## src/sdram_pkg.sv

```systemverilog
// SDRAM geometry, timing constants, command encoding and controller states
`default_nettype none

package sdram_pkg;

    localparam int sdram_aw = 22;                 // Word address width, one word is 16 bits
    localparam int sdram_dw = 16;                 // Data bus width
    localparam int col_w    = 9;                  // Column bits at the bottom of the word address
    localparam int row_w    = sdram_aw - col_w;   // Row bits above the column
    localparam int mem_aw   = 13;                 // Address pins, as wide as a row

    localparam int cas_latency      = 2;  // Edges from the read command to the first word
    localparam int trfc             = 4;  // Cycles the device stays busy after auto-refresh
    localparam int refresh_interval = 64; // Default spacing of auto-refresh commands

    // Encoded as {ras_n, cas_n, we_n}, with chip select held low
    typedef enum logic [2:0] {
        cmd_nop       = 3'b111,
        cmd_active    = 3'b011,
        cmd_read      = 3'b101,
        cmd_precharge = 3'b010,
        cmd_refresh   = 3'b001
    } sdram_cmd_e;

    typedef enum logic [2:0] {
        st_idle,      // Waiting for a request or a pending refresh
        st_activate,  // Row opened, the read goes out next
        st_read,      // Read command is on the pins
        st_wait_data, // Counting CAS latency and collecting both words
        st_precharge, // Row is being closed
        st_refresh    // Auto-refresh recovery time
    } sdram_state_e;

endpackage

`default_nettype wire

```

## src/rom_pkg.sv

```systemverilog
// Slot-side constants, cache line type and request FSM states
`default_nettype none

package rom_pkg;

    localparam int line_bytes      = 4;   // Bytes in one cache line, that is two SDRAM words
    localparam int slot_dw_default = 16;  // Slot width used when the top level sets none

    // Line data with the lowest byte address in the low bits
    typedef logic [8*line_bytes-1:0] line_t;

    // The request side waits for the ack, then for each word of the burst
    typedef enum logic [1:0] {
        rq_idle,       // Serving hits, a miss raises the request
        rq_wait_ack,   // Request level is up until the slot owns the bus
        rq_wait_first, // Waiting for the low word of the line
        rq_wait_last   // Waiting for the high word of the line
    } req_state_e;

endpackage

`default_nettype wire

```

## src/rom_request.sv

```systemverilog
// Single-line ROM cache: hit test, output multiplexer, burst assembly and request strobe
`timescale 1ns/100ps
`default_nettype none

module rom_request
    import sdram_pkg::*, rom_pkg::*;
#(
    parameter int SLOT_DW = slot_dw_default,  // 8, 16 or 32
    parameter int SLOT_AW = 20                // Address width in slot-width units
)(
    input  wire                 clk,
    input  wire                 rst,
    input  wire [SLOT_AW-1:0]   addr,
    input  wire                 addr_ok,     // Chip select level from the client
    output logic [SLOT_DW-1:0]  dout,
    output logic                data_ok,
    output logic                req,         // Level, held until the ack is seen through we
    output logic [sdram_aw-1:0] sdram_addr,  // Line-aligned word address
    input  wire                 we,          // Bus ownership, high from ack to rdy
    input  wire [sdram_dw-1:0]  din,
    input  wire                 dst,         // First word on din
    input  wire                 din_ok       // Second word on din
);

    // Number of address bits that pick a slot word inside the line
    localparam int sel_w = $clog2(line_bytes * 8 / SLOT_DW);

    req_state_e         state;
    line_t              line_data;   // Cached bytes
    logic [SLOT_AW-1:0] line_tag;    // Line address of the cached bytes
    logic               line_valid;
    logic [SLOT_AW-1:0] req_tag;     // Line address of the burst in flight
    logic [SLOT_AW-1:0] line_addr;   // Line address of what the client asks for now
    logic               hit;
    logic               miss_start;  // A new request goes out on this edge
    logic               take_first;
    logic               take_last;
    logic [SLOT_DW-1:0] dout_next;

    assign line_addr  = addr >> sel_w;  // Upper bits fill with zeros
    assign hit        = line_valid && line_tag == line_addr;
    assign miss_start = state == rq_idle && addr_ok && !hit;
    assign take_first = state == rq_wait_first && we && dst;
    assign take_last  = state == rq_wait_last && we && din_ok;

    // Low address bits choose the byte or half word, a 32-bit slot takes the whole line
    generate
        if (SLOT_DW == 8) begin : g_byte
            assign dout_next = line_data[{addr[1:0], 3'b000} +: 8];
        end else if (SLOT_DW == 16) begin : g_half
            assign dout_next = line_data[{addr[0], 4'b0000} +: 16];
        end else begin : g_word
            assign dout_next = line_data;
        end
    endgenerate

    always_ff @(posedge clk or posedge rst) begin
        if (rst) begin
            data_ok <= 1'b0;
        end else begin
            data_ok <= addr_ok && hit; // A new line or a dropped cs clears ok on the next edge
        end
    end

    // Data follows addr every cycle so it always lines up with data_ok
    always_ff @(posedge clk) begin
        dout <= dout_next;
    end

    always_ff @(posedge clk or posedge rst) begin
        if (rst) begin
            state      <= rq_idle;
            req        <= 1'b0;
            line_valid <= 1'b0;
        end else begin
            case (state)
                rq_idle: begin
                    if (miss_start) begin
                        req   <= 1'b1;
                        state <= rq_wait_ack;
                    end
                end
                rq_wait_ack: begin
                    if (we) begin         // Controller took the request one cycle ago
                        req   <= 1'b0;
                        state <= rq_wait_first;
                    end
                end
                rq_wait_first: begin
                    if (take_first) begin
                        line_valid <= 1'b0; // Half-filled line must not hit
                        state      <= rq_wait_last;
                    end
                end
                rq_wait_last: begin
                    if (take_last) begin
                        line_valid <= 1'b1;
                        state      <= rq_idle;
                    end
                end
                default: state <= rq_idle;
            endcase
        end
    end

    // Tag and address of the burst, then both words of the line
    always_ff @(posedge clk) begin
        if (miss_start) begin
            req_tag    <= line_addr;
            sdram_addr <= sdram_aw'({line_addr, 1'b0}); // Two words per line
        end
        if (take_first) begin
            line_data[sdram_dw-1:0] <= din;            // Low word holds bytes 0 and 1
        end
        if (take_last) begin
            line_data[2*sdram_dw-1:sdram_dw] <= din;
            line_tag <= req_tag;     // Tag the line with the address that was fetched
        end
    end

    // A burst only starts after this block raised a request
    a_dst_not_idle: assert property (@(posedge clk) disable iff (rst)
        dst |-> state != rq_idle)
        else $error("rom_request: dst seen while idle");

endmodule

`default_nettype wire

```

## src/rom_one_slot.sv

```systemverilog
// Single ROM slot: data-bus ownership flag around the request and cache block
`timescale 1ns/100ps
`default_nettype none

module rom_one_slot
    import sdram_pkg::*, rom_pkg::*;
#(
    parameter int SLOT_DW = slot_dw_default,
    parameter int SLOT_AW = 20
)(
    input  wire                 clk,
    input  wire                 rst,
    input  wire [SLOT_AW-1:0]   slot_addr,
    input  wire                 slot_cs,
    output logic [SLOT_DW-1:0]  slot_dout,
    output logic                slot_ok,
    input  wire                 sdram_ack,
    output logic                sdram_req,
    output logic [sdram_aw-1:0] sdram_addr,
    input  wire                 data_dst,
    input  wire                 data_rdy,
    input  wire [sdram_dw-1:0]  data_read
);

    logic owner; // The burst on data_read belongs to this slot

    always_ff @(posedge clk or posedge rst) begin
        if (rst) begin
            owner <= 1'b0;
        end else if (sdram_ack) begin
            owner <= 1'b1;   // Taken when the controller accepts the request
        end else if (data_rdy) begin
            owner <= 1'b0;   // Released after the last word
        end
    end

    rom_request #(
        .SLOT_DW (SLOT_DW),
        .SLOT_AW (SLOT_AW)
    ) u_request (
        .clk        (clk),
        .rst        (rst),
        .addr       (slot_addr),
        .addr_ok    (slot_cs),
        .dout       (slot_dout),
        .data_ok    (slot_ok),
        .req        (sdram_req),
        .sdram_addr (sdram_addr),
        .we         (owner),
        .din        (data_read),
        .dst        (data_dst),
        .din_ok     (data_rdy)
    );

    // One burst in flight, so the controller cannot accept again before rdy
    a_ack_not_owned: assert property (@(posedge clk) disable iff (rst)
        sdram_ack |-> !owner)
        else $error("rom_one_slot: ack while the bus is still owned");

endmodule

`default_nettype wire

```

## src/sdram_read_ctrl.sv

```systemverilog
// SDRAM read sequencer: activate, read, CAS wait, precharge and periodic auto-refresh
`timescale 1ns/100ps
`default_nettype none

module sdram_read_ctrl
    import sdram_pkg::*;
#(
    parameter int REFRESH_CYCLES = refresh_interval
)(
    input  wire                 clk,
    input  wire                 rst,
    input  wire                 req,      // Level from the slot
    input  wire [sdram_aw-1:0]  addr,     // Word address, row above column
    output logic                ack,      // One-cycle pulse together with the activate
    output logic                dst,      // First word valid on dout
    output logic                rdy,      // Second word valid on dout
    output logic [sdram_dw-1:0] dout,
    output sdram_cmd_e          mem_cmd,
    output logic [mem_aw-1:0]   mem_addr,
    input  wire [sdram_dw-1:0]  mem_dq
);

    localparam int ref_w = $clog2(REFRESH_CYCLES);

    sdram_state_e     state;
    logic [ref_w-1:0] ref_cnt;   // Cycles since the last refresh slot
    logic             ref_pend;  // A refresh is due
    logic             ref_take;  // The pending refresh goes out on this edge
    logic [2:0]       cnt;       // Edges since the read or the refresh command
    logic [col_w-1:0] col;       // Column held from activate until read

    assign ref_take = state == st_idle && ref_pend;

    // Refresh timer, the request only waits while a refresh is pending
    always_ff @(posedge clk or posedge rst) begin
        if (rst) begin
            ref_cnt  <= '0;
            ref_pend <= 1'b0;
        end else if (ref_cnt == ref_w'(REFRESH_CYCLES - 1)) begin
            ref_cnt  <= '0;
            ref_pend <= 1'b1;    // A new interval elapsed, even if one was just taken
        end else begin
            ref_cnt <= ref_cnt + ref_w'(1);
            if (ref_take) begin
                ref_pend <= 1'b0;
            end
        end
    end

    always_ff @(posedge clk or posedge rst) begin
        if (rst) begin
            state   <= st_idle;
            mem_cmd <= cmd_nop;
            ack     <= 1'b0;
            dst     <= 1'b0;
            rdy     <= 1'b0;
            cnt     <= '0;
        end else begin
            mem_cmd <= cmd_nop;  // Commands and strobes last a single cycle
            ack     <= 1'b0;
            dst     <= 1'b0;
            rdy     <= 1'b0;
            case (state)
                st_idle: begin
                    if (ref_pend) begin
                        mem_cmd <= cmd_refresh;
                        cnt     <= '0;
                        state   <= st_refresh;
                    end else if (req) begin
                        ack     <= 1'b1;
                        mem_cmd <= cmd_active;
                        state   <= st_activate;
                    end
                end
                st_activate: begin
                    mem_cmd <= cmd_read;   // Row is open after one cycle in this model
                    state   <= st_read;
                end
                st_read: begin
                    cnt   <= 3'd1;         // This edge samples the read command
                    state <= st_wait_data;
                end
                st_wait_data: begin
                    cnt <= cnt + 3'd1;
                    if (cnt == 3'(cas_latency)) begin
                        dst <= 1'b1;       // First word sampled now
                    end
                    if (cnt == 3'(cas_latency + 1)) begin
                        rdy     <= 1'b1;   // Second word sampled now
                        mem_cmd <= cmd_precharge;
                        state   <= st_precharge;
                    end
                end
                st_precharge: state <= st_idle;
                st_refresh: begin
                    cnt <= cnt + 3'd1;
                    if (cnt == 3'(trfc - 1)) begin
                        state <= st_idle;
                    end
                end
                default: state <= st_idle;
            endcase
        end
    end

    // Address pins, read data and the latched column
    always_ff @(posedge clk) begin
        case (state)
            st_idle:     mem_addr <= addr[sdram_aw-1 -: row_w]; // Row for the activate
            st_activate: mem_addr <= mem_aw'(col);  // A10 stays low, so no auto precharge
            default:     mem_addr <= '0;
        endcase
        if (state == st_idle) begin
            col <= addr[col_w-1:0];
        end
        if (state == st_wait_data) begin
            dout <= mem_dq;    // Valid on the cycles where dst or rdy is high
        end
    end

    // The row must be open before any column read
    a_read_after_act: assert property (@(posedge clk) disable iff (rst)
        mem_cmd == cmd_read |-> $past(mem_cmd) == cmd_active)
        else $error("sdram_read_ctrl: read without a preceding activate");

endmodule

`default_nettype wire

```

## src/rom_subsystem.sv

```systemverilog
// Top level of the ROM port: one cached slot joined to the SDRAM read controller
`timescale 1ns/100ps
`default_nettype none

module rom_subsystem
    import sdram_pkg::*, rom_pkg::*;
#(
    parameter int SLOT_DW        = slot_dw_default,
    parameter int SLOT_AW        = 20,
    parameter int REFRESH_CYCLES = refresh_interval
)(
    input  wire                 clk,
    input  wire                 rst,
    input  wire [SLOT_AW-1:0]   slot_addr,
    input  wire                 slot_cs,
    output logic [SLOT_DW-1:0]  slot_dout,
    output logic                slot_ok,
    output sdram_cmd_e          mem_cmd,
    output logic [mem_aw-1:0]   mem_addr,
    input  wire [sdram_dw-1:0]  mem_dq
);

    logic                sdram_req;   // Slot wants a line
    logic                sdram_ack;   // Controller took it
    logic [sdram_aw-1:0] sdram_addr;
    logic                data_dst;
    logic                data_rdy;
    logic [sdram_dw-1:0] data_read;   // Burst words as seen by the slot

    rom_one_slot #(
        .SLOT_DW (SLOT_DW),
        .SLOT_AW (SLOT_AW)
    ) u_slot (
        .clk        (clk),
        .rst        (rst),
        .slot_addr  (slot_addr),
        .slot_cs    (slot_cs),
        .slot_dout  (slot_dout),
        .slot_ok    (slot_ok),
        .sdram_ack  (sdram_ack),
        .sdram_req  (sdram_req),
        .sdram_addr (sdram_addr),
        .data_dst   (data_dst),
        .data_rdy   (data_rdy),
        .data_read  (data_read)
    );

    sdram_read_ctrl #(
        .REFRESH_CYCLES (REFRESH_CYCLES)
    ) u_ctrl (
        .clk      (clk),
        .rst      (rst),
        .req      (sdram_req),
        .addr     (sdram_addr),
        .ack      (sdram_ack),
        .dst      (data_dst),
        .rdy      (data_rdy),
        .dout     (data_read),
        .mem_cmd  (mem_cmd),
        .mem_addr (mem_addr),
        .mem_dq   (mem_dq)
    );

endmodule

`default_nettype wire

```

## config.mk

```make
export PLATFORM = sky130hd
export DESIGN_NAME = rom_subsystem
export DESIGN_NICKNAME = d
export VERILOG_FILES = /design/src/sdram_pkg.sv /design/src/rom_pkg.sv /design/src/rom_request.sv /design/src/rom_one_slot.sv /design/src/sdram_read_ctrl.sv /design/src/rom_subsystem.sv
export SDC_FILE = /design/constraint.sdc
export NUM_CORES = 1
export LEC_CHECK = 0
export BUFFER_PORTS_ARGS = -buffer_cell sky130_fd_sc_hd__buf_4
export CORE_ASPECT_RATIO = 0.75
export CORE_UTILIZATION = 38
export CTS_CLUSTER_SIZE = 14
export DETAILED_ROUTE_END_ITERATION = 16
export PLACE_DENSITY_LB_ADDON = 0.2
export REMOVE_ABC_BUFFERS = 1
export SETUP_SLACK_MARGIN = 0.05
export SLEW_MARGIN = 20
export SYNTH_ARGS = -nofsm -noshare
export SYNTH_HDL_FRONTEND = slang
export SYNTH_SLANG_ARGS = --single-unit
```

## constraint.sdc

```tcl
create_clock -name clk -period 2.8 [get_ports clk]
set_input_delay 0.28 -clock clk [delete_from_list [all_inputs] [get_ports clk]]
set_output_delay 0.28 -clock clk [all_outputs]
set_load 0.05 [all_outputs]
```

# Yosys cells after proc, flatten, opt, wreduce, memory -nomap -nowiden
# Index checks and enable logic that the tools add are counted.
# classes
n_addsub	2
n_mul	0
n_div	0
n_lt_le_gt_ge	0
eq_ne	19
n_shift	1
muxes	35
bitwise	0
n_reduce_logical	23
# op_table
cell	count
$shiftx A32 B6 Y16	1
$mux W3	8
$pmux W11 S2	1
$eq A19 B19 Y1	1
$pmux W3 S3	2
$mux W1	15
$pmux W3 S5	1
$eq A3 B2 Y1 const B	4
$logic_and A1 B1 Y1	9
$reduce_and A3 Y1	3
$mux W2	4
$ne A2 B1 Y1 const B	4
$pmux W2 S4	1
$reduce_bool A2 Y1	4
$add A6 B1 Y6 const B	1
$eq A6 B6 Y1 const B	1
$mux W6	1
$ne A2 B2 Y1 const B	3
$eq A2 B2 Y1 const B	2
$pmux W1 S2	2
$reduce_and A4 Y1	1
$add A3 B1 Y3 const B	1
$eq A3 B1 Y1 const B	1
$eq A3 B3 Y1 const B	1
8 further kinds	8
# totals
ff_bits	146
latchBits	0
ram_bits	0
romBits	0
in_bits	39
out_inout_bits	33
elab_cells	101
mem_count	0

# Depth between registers and ports, before layout
# depth
word_depth	6
mapped_depth	7
depth_no_buf	7

# Cells and area by module
# From an unflattened synthesis, not the netlist that was laid out.
# unflattened
cells_unflattened	322
area_unflattened_um2	5343.9
# by_module_without_submodules
mod	n_inst	cells_per_inst	area_each_um2	seq_area_each_um2
rom_request	1	177	3240.6	2547.4
sdram_read_ctrl	1	141	2063.2	1490.2
rom_one_slot	1	4	40.0	25.0

# Worst setup path after synthesis
# No wires, ideal clock.
# synth_path
path_type	flip-flop to flip-flop
startpoint	register u_slot.u_request.line_tag[11]
endpoint	register u_slot.u_request.sdram_addr[10], enable pin
setup_time_ns	0.395
arrival_time_ns	1.626
setup_slack_ns	0.779
stages_incl_launch_ff	6
path_buffers	0
synth_period_minus_slack_ns	2.021
cell_sequence	edfxtp_1 xor2_1 nor4_1 nand3_1 o31ai_4 nor2_1
# synth_via
elab_chain_cells	4
# synth_lines
item	line_no	source
start, declared	rom_request.sv:30	logic [SLOT_AW-1:0] line_tag;
start signal, assigned	rom_request.sv:117	line_tag <= req_tag;
$eq A19 B19 Y1	rom_request.sv:41	assign hit = line_valid && line_tag == line_addr;
$logic_and A1 B1 Y1	rom_request.sv:41	
$logic_not A1 Y1	rom_request.sv:42	assign miss_start = state == rq_idle && addr_ok && !hit;
$logic_and A1 B1 Y1	rom_request.sv:42	
net u_slot.u_request.miss_start	rom_request.sv:35	logic miss_start;
end signal, assigned	rom_request.sv:110	sdram_addr <= sdram_aw'({line_addr, 1'b0});
end, declared	rom_request.sv:18	output logic [sdram_aw-1:0] sdram_addr,
# The timed path passes the listed nets, and every way through them passes these cells.
# A chain may end at the register's enable or synchronous reset.

# Worst setup path in the final report
# layout_path
startpoint	register u_slot.u_request.line_tag[10]
endpoint	register u_slot.u_request.sdram_addr[6], enable pin
# The elaborated chain is that of the path after synthesis.

==> key figures <==
Place
  – IO buf count: 69
  – Routability-driven placement congestion ratio: 0.696
  – Post-detail-place hpwl: between 6 and 7 mm

Routing
  – Routed len/inst: 16.1 µm
  – Post-route DRC violation count: 0
  – DR pass1 iterations: 4
  – Drt initial violations: 139
  – DR vias/cell: 4.67
  – Final ANT Viol Nets: 0
  – Final wirelength: 9.31 mm
  – Via count: 2702

Logic synthesis
  – EDFF count, synth: 94
  – Mapped cell area: 5140 µm²
  – Post-Syn Area per Cell: 16.6 µm²
  – Ranking of synthesized cells by area: edfxtp_1, dfrtp_1, dfxtp_1
  – Most common cell in the netlist: edfxtp_1
  – Syn. warnings: 0
  – Top cells by count, synth: edfxtp_1, dfxtp_1, dfrtp_1
  – Ys flop type: edfxtp_1
  – Post-synth top area share: 0.549
  – Cells after synthesis: 310
  – Flops & latches, synth: 146
  – Netlist cell types: 45
  – Ys async rst share: 0.171
  – Dominant cell type by area after synthesis: edfxtp_1
  – Post-synthesis sequential area ratio: 0.776

STA
  – Final setup viols: 0
  – Crit share post-route: 0.763
  – RSZ-0062 raised after global routing: no
  – Worst-Margin Slew: 0.950 ns
  – Final hold vios: 22
  – Minimum clock period: approximately 2.1 ns
  – Setup Skew: 0.00959 ns
  – Worst hold margin: -0.0320 ns
  – Slew Viols, Final: 0
  – Worst slew margin: 0.367
  – Max Freq: 0.468 GHz
  – Setup TNS: 0 ns

Clock network
  – Clk pin slew, worst setup/hold paths: 0.06 ns
  – Clk sinks: 146
  – CTS Hold Bufs: 0
  – Clock root cell: clkbuf_16
  – CTS tree: yes
  – Total CTS buffers: 17
  – Post-cts gate resize count: 0
  – CTS max path bufs: 2
  – Worst skew pair latency: 0.40 ns
  – Post-CTS setup buffer count: 0
  – H-tree depth: 4

Layout
  – Syn-to-layout area delta: 25.2%
  – Antenna cells: 0
  – Final Util: 0.491
  – Fill count: 1143
  – Final nets: ~440
  – Layout cells sized above 1: 0.327

Flow run
  – Max_cap viols: 0

Global routing
  – Largest net degree at the start of global routing: 26
  – Initial antenna violation count: 0
  – Vias in the first global route: around 2700
  – Grt ovf: 0
  – Total track usage: 0.146
  – Global-route wire length before repair: 14.5 mm

Setup path
  – Worst r2r src: u_slot.u_request.line_tag[10]
  – Critical path startpoint: u_slot.u_request.line_tag[10]
  – Worst endpoint required time: 2.93 ns
  – R2r setup slk: 0.66 ns
  – Crit path kind: flip-flop to flip-flop
  – Critical path launch point type: flip-flop
  – RR Endpoint: u_slot.u_request.sdram_addr[6]
  – Worst Setup End Kind: flip-flop
  – Critical Path Sink: u_slot.u_request.sdram_addr[6]
  – Arrival time at the worst endpoint: 2.27 ns
  – Path depth of the worst reg2reg path: 6
  – Crit path max fanout: 19

Pwr
  – Internal: 4.44 mW
  – Leak: ~2.5 nW
  – Part of the power in registers: 0.482
  – NetSw: 1.83 mW
  – Clock power frac: 0.329
  – Pwr Total: 6.26 mW
  – Worst vdd ir: 416 µV
  – Pwr Density: 973 nW/µm²
  – Combinational Power Share: 0.189
  – Sw frac: 0.292

Floorplanning
  – Die Ht: 103 µm
  – Starting Density: 0.393
  – Die area: roughly 14000 µm²
  – Die X: ~140 µm
  – Row count: 36
  – I/O pin count: 72
  – Core box area: around 13000 µm²

Hold path
  – Hold/Removal Path Class: input pin to asynchronous set/reset pin

Run status
  – Failing checks: hold timing
  – Outcome: finished with violations
## registers in the layout, summed over array words and instances, names as in the netlist, 2 cells and up
| name | count |
|---|---|
| u_ctrl.mem_addr | 11 |
| u_ctrl.cnt | 3 |
| u_ctrl.col | 8 |
| u_ctrl.mem_cmd | 3 |
| u_slot.u_request.dout | 16 |
| u_ctrl.ref_cnt | 6 |
| u_slot.u_request.sdram_addr | 19 |
| u_slot.u_request.line_tag | 19 |
| u_slot.u_request.line_data | 32 |
| u_ctrl.state | 3 |
| u_ctrl.dout | 16 |
| u_slot.u_request.state | 2 |
## cell type report
class                           count  area (µm²)  share of cell area
Clock buffer                       18         429              0.0666
Clock inverter                     13         114              0.0177
Inverter                           12        45.0             0.00699
Multi-Input combinational cell    143        1070               0.166
Sequential cell                   146        3990               0.620
Tap cell                          171         214              0.0332
Timing Repair Buffer               75         576              0.0894
## routing by layer
| metal | track usage | vias up | wire (µm) |
|---|---|---|---|
| li1 | - | 1293 | - |
| met1 | 0.212 | 1345 | 4690 |
| met2 | 0.209 | 57 | 4200 |
| met3 | 0.0344 | 7 | 337 |
| met4 | 0.0641 | 0 | 85 |
| met5 | 0 | - | 0 |
## worst min path at each step
stage                          start           endpoint  slack, ns  cells after the start
after floorplan                  rst         u_ctrl.ack       0.31                      1
after global placement    u_ctrl.ack       u_slot.owner       0.41                      1
after detailed placement  u_ctrl.ack       u_slot.owner       0.42                      1
after CTS                  mem_dq[4]     u_ctrl.dout[4]       0.03                      1
after global routing             rst      u_ctrl.cnt[2]       0.03                      2
final                            rst  u_ctrl.ref_cnt[2]      -0.03                      2
## worst max-delay path, stage by stage (launching register included)
cell      delay, ns
edfxtp_1       0.38
xor2_1         0.15
nor4_1         0.41
nand3_1        0.23
o31ai_4        0.37
nor2_1         0.07
buf_4          0.23
## cells in the final DEF, fill, tap and decap left out, drive strengths merged, types with 9 or more instances in the layout
master  instances
inv            12
buf            75
dfxtp          27
mux2           17
nor2           21
clkinv         10
clkbuf         18
mux2i           9
edfxtp         94
nand2          13
dfrtp          22
xor2           15
## power by group through the flow
| stage | registers, mW | clock network, mW | logic [mW] |
|---|---|---|---|
| floorplan | 3.23 | 0 | 0.573 |
| global placement | 3.05 | 0 | 1.18 |
| detailed placement | 3.07 | 0 | 1.20 |
| CTS | 3.03 | 2.11 | 1.20 |
| global route | 3.07 | 2.21 | 1.31 |
| finish | 3.02 | 2.06 | 1.18 |
## metrics by stage
stage                     cell area (µm²)  worst slack [ns]  std cells
after floorplan                      5100             0.779        301
after global placement               5900             0.642        547
after detailed placement             5900             0.640        547
after CTS                            6440             0.649        578
after global routing                 6440             0.482        578
final                                6440             0.664        578
## kinds of logic (layout without fill, tap and decap cells)
family,count (synthesis),count (layout),share of synthesized area
multiplexers,26,26,0.0554
AND/OR/NAND/NOR,57,57,0.0533
AO/OA/AOI/OAI,27,27,0.0384
XOR/XNOR,23,23,0.0392
other,1,2,0.000729
flip-flops,146,146,0.776
adder cells (fa/ha/maj),8,8,0.0195
buffers and inverters,22,118,0.0175
Power figures use the tool's default switching activity.
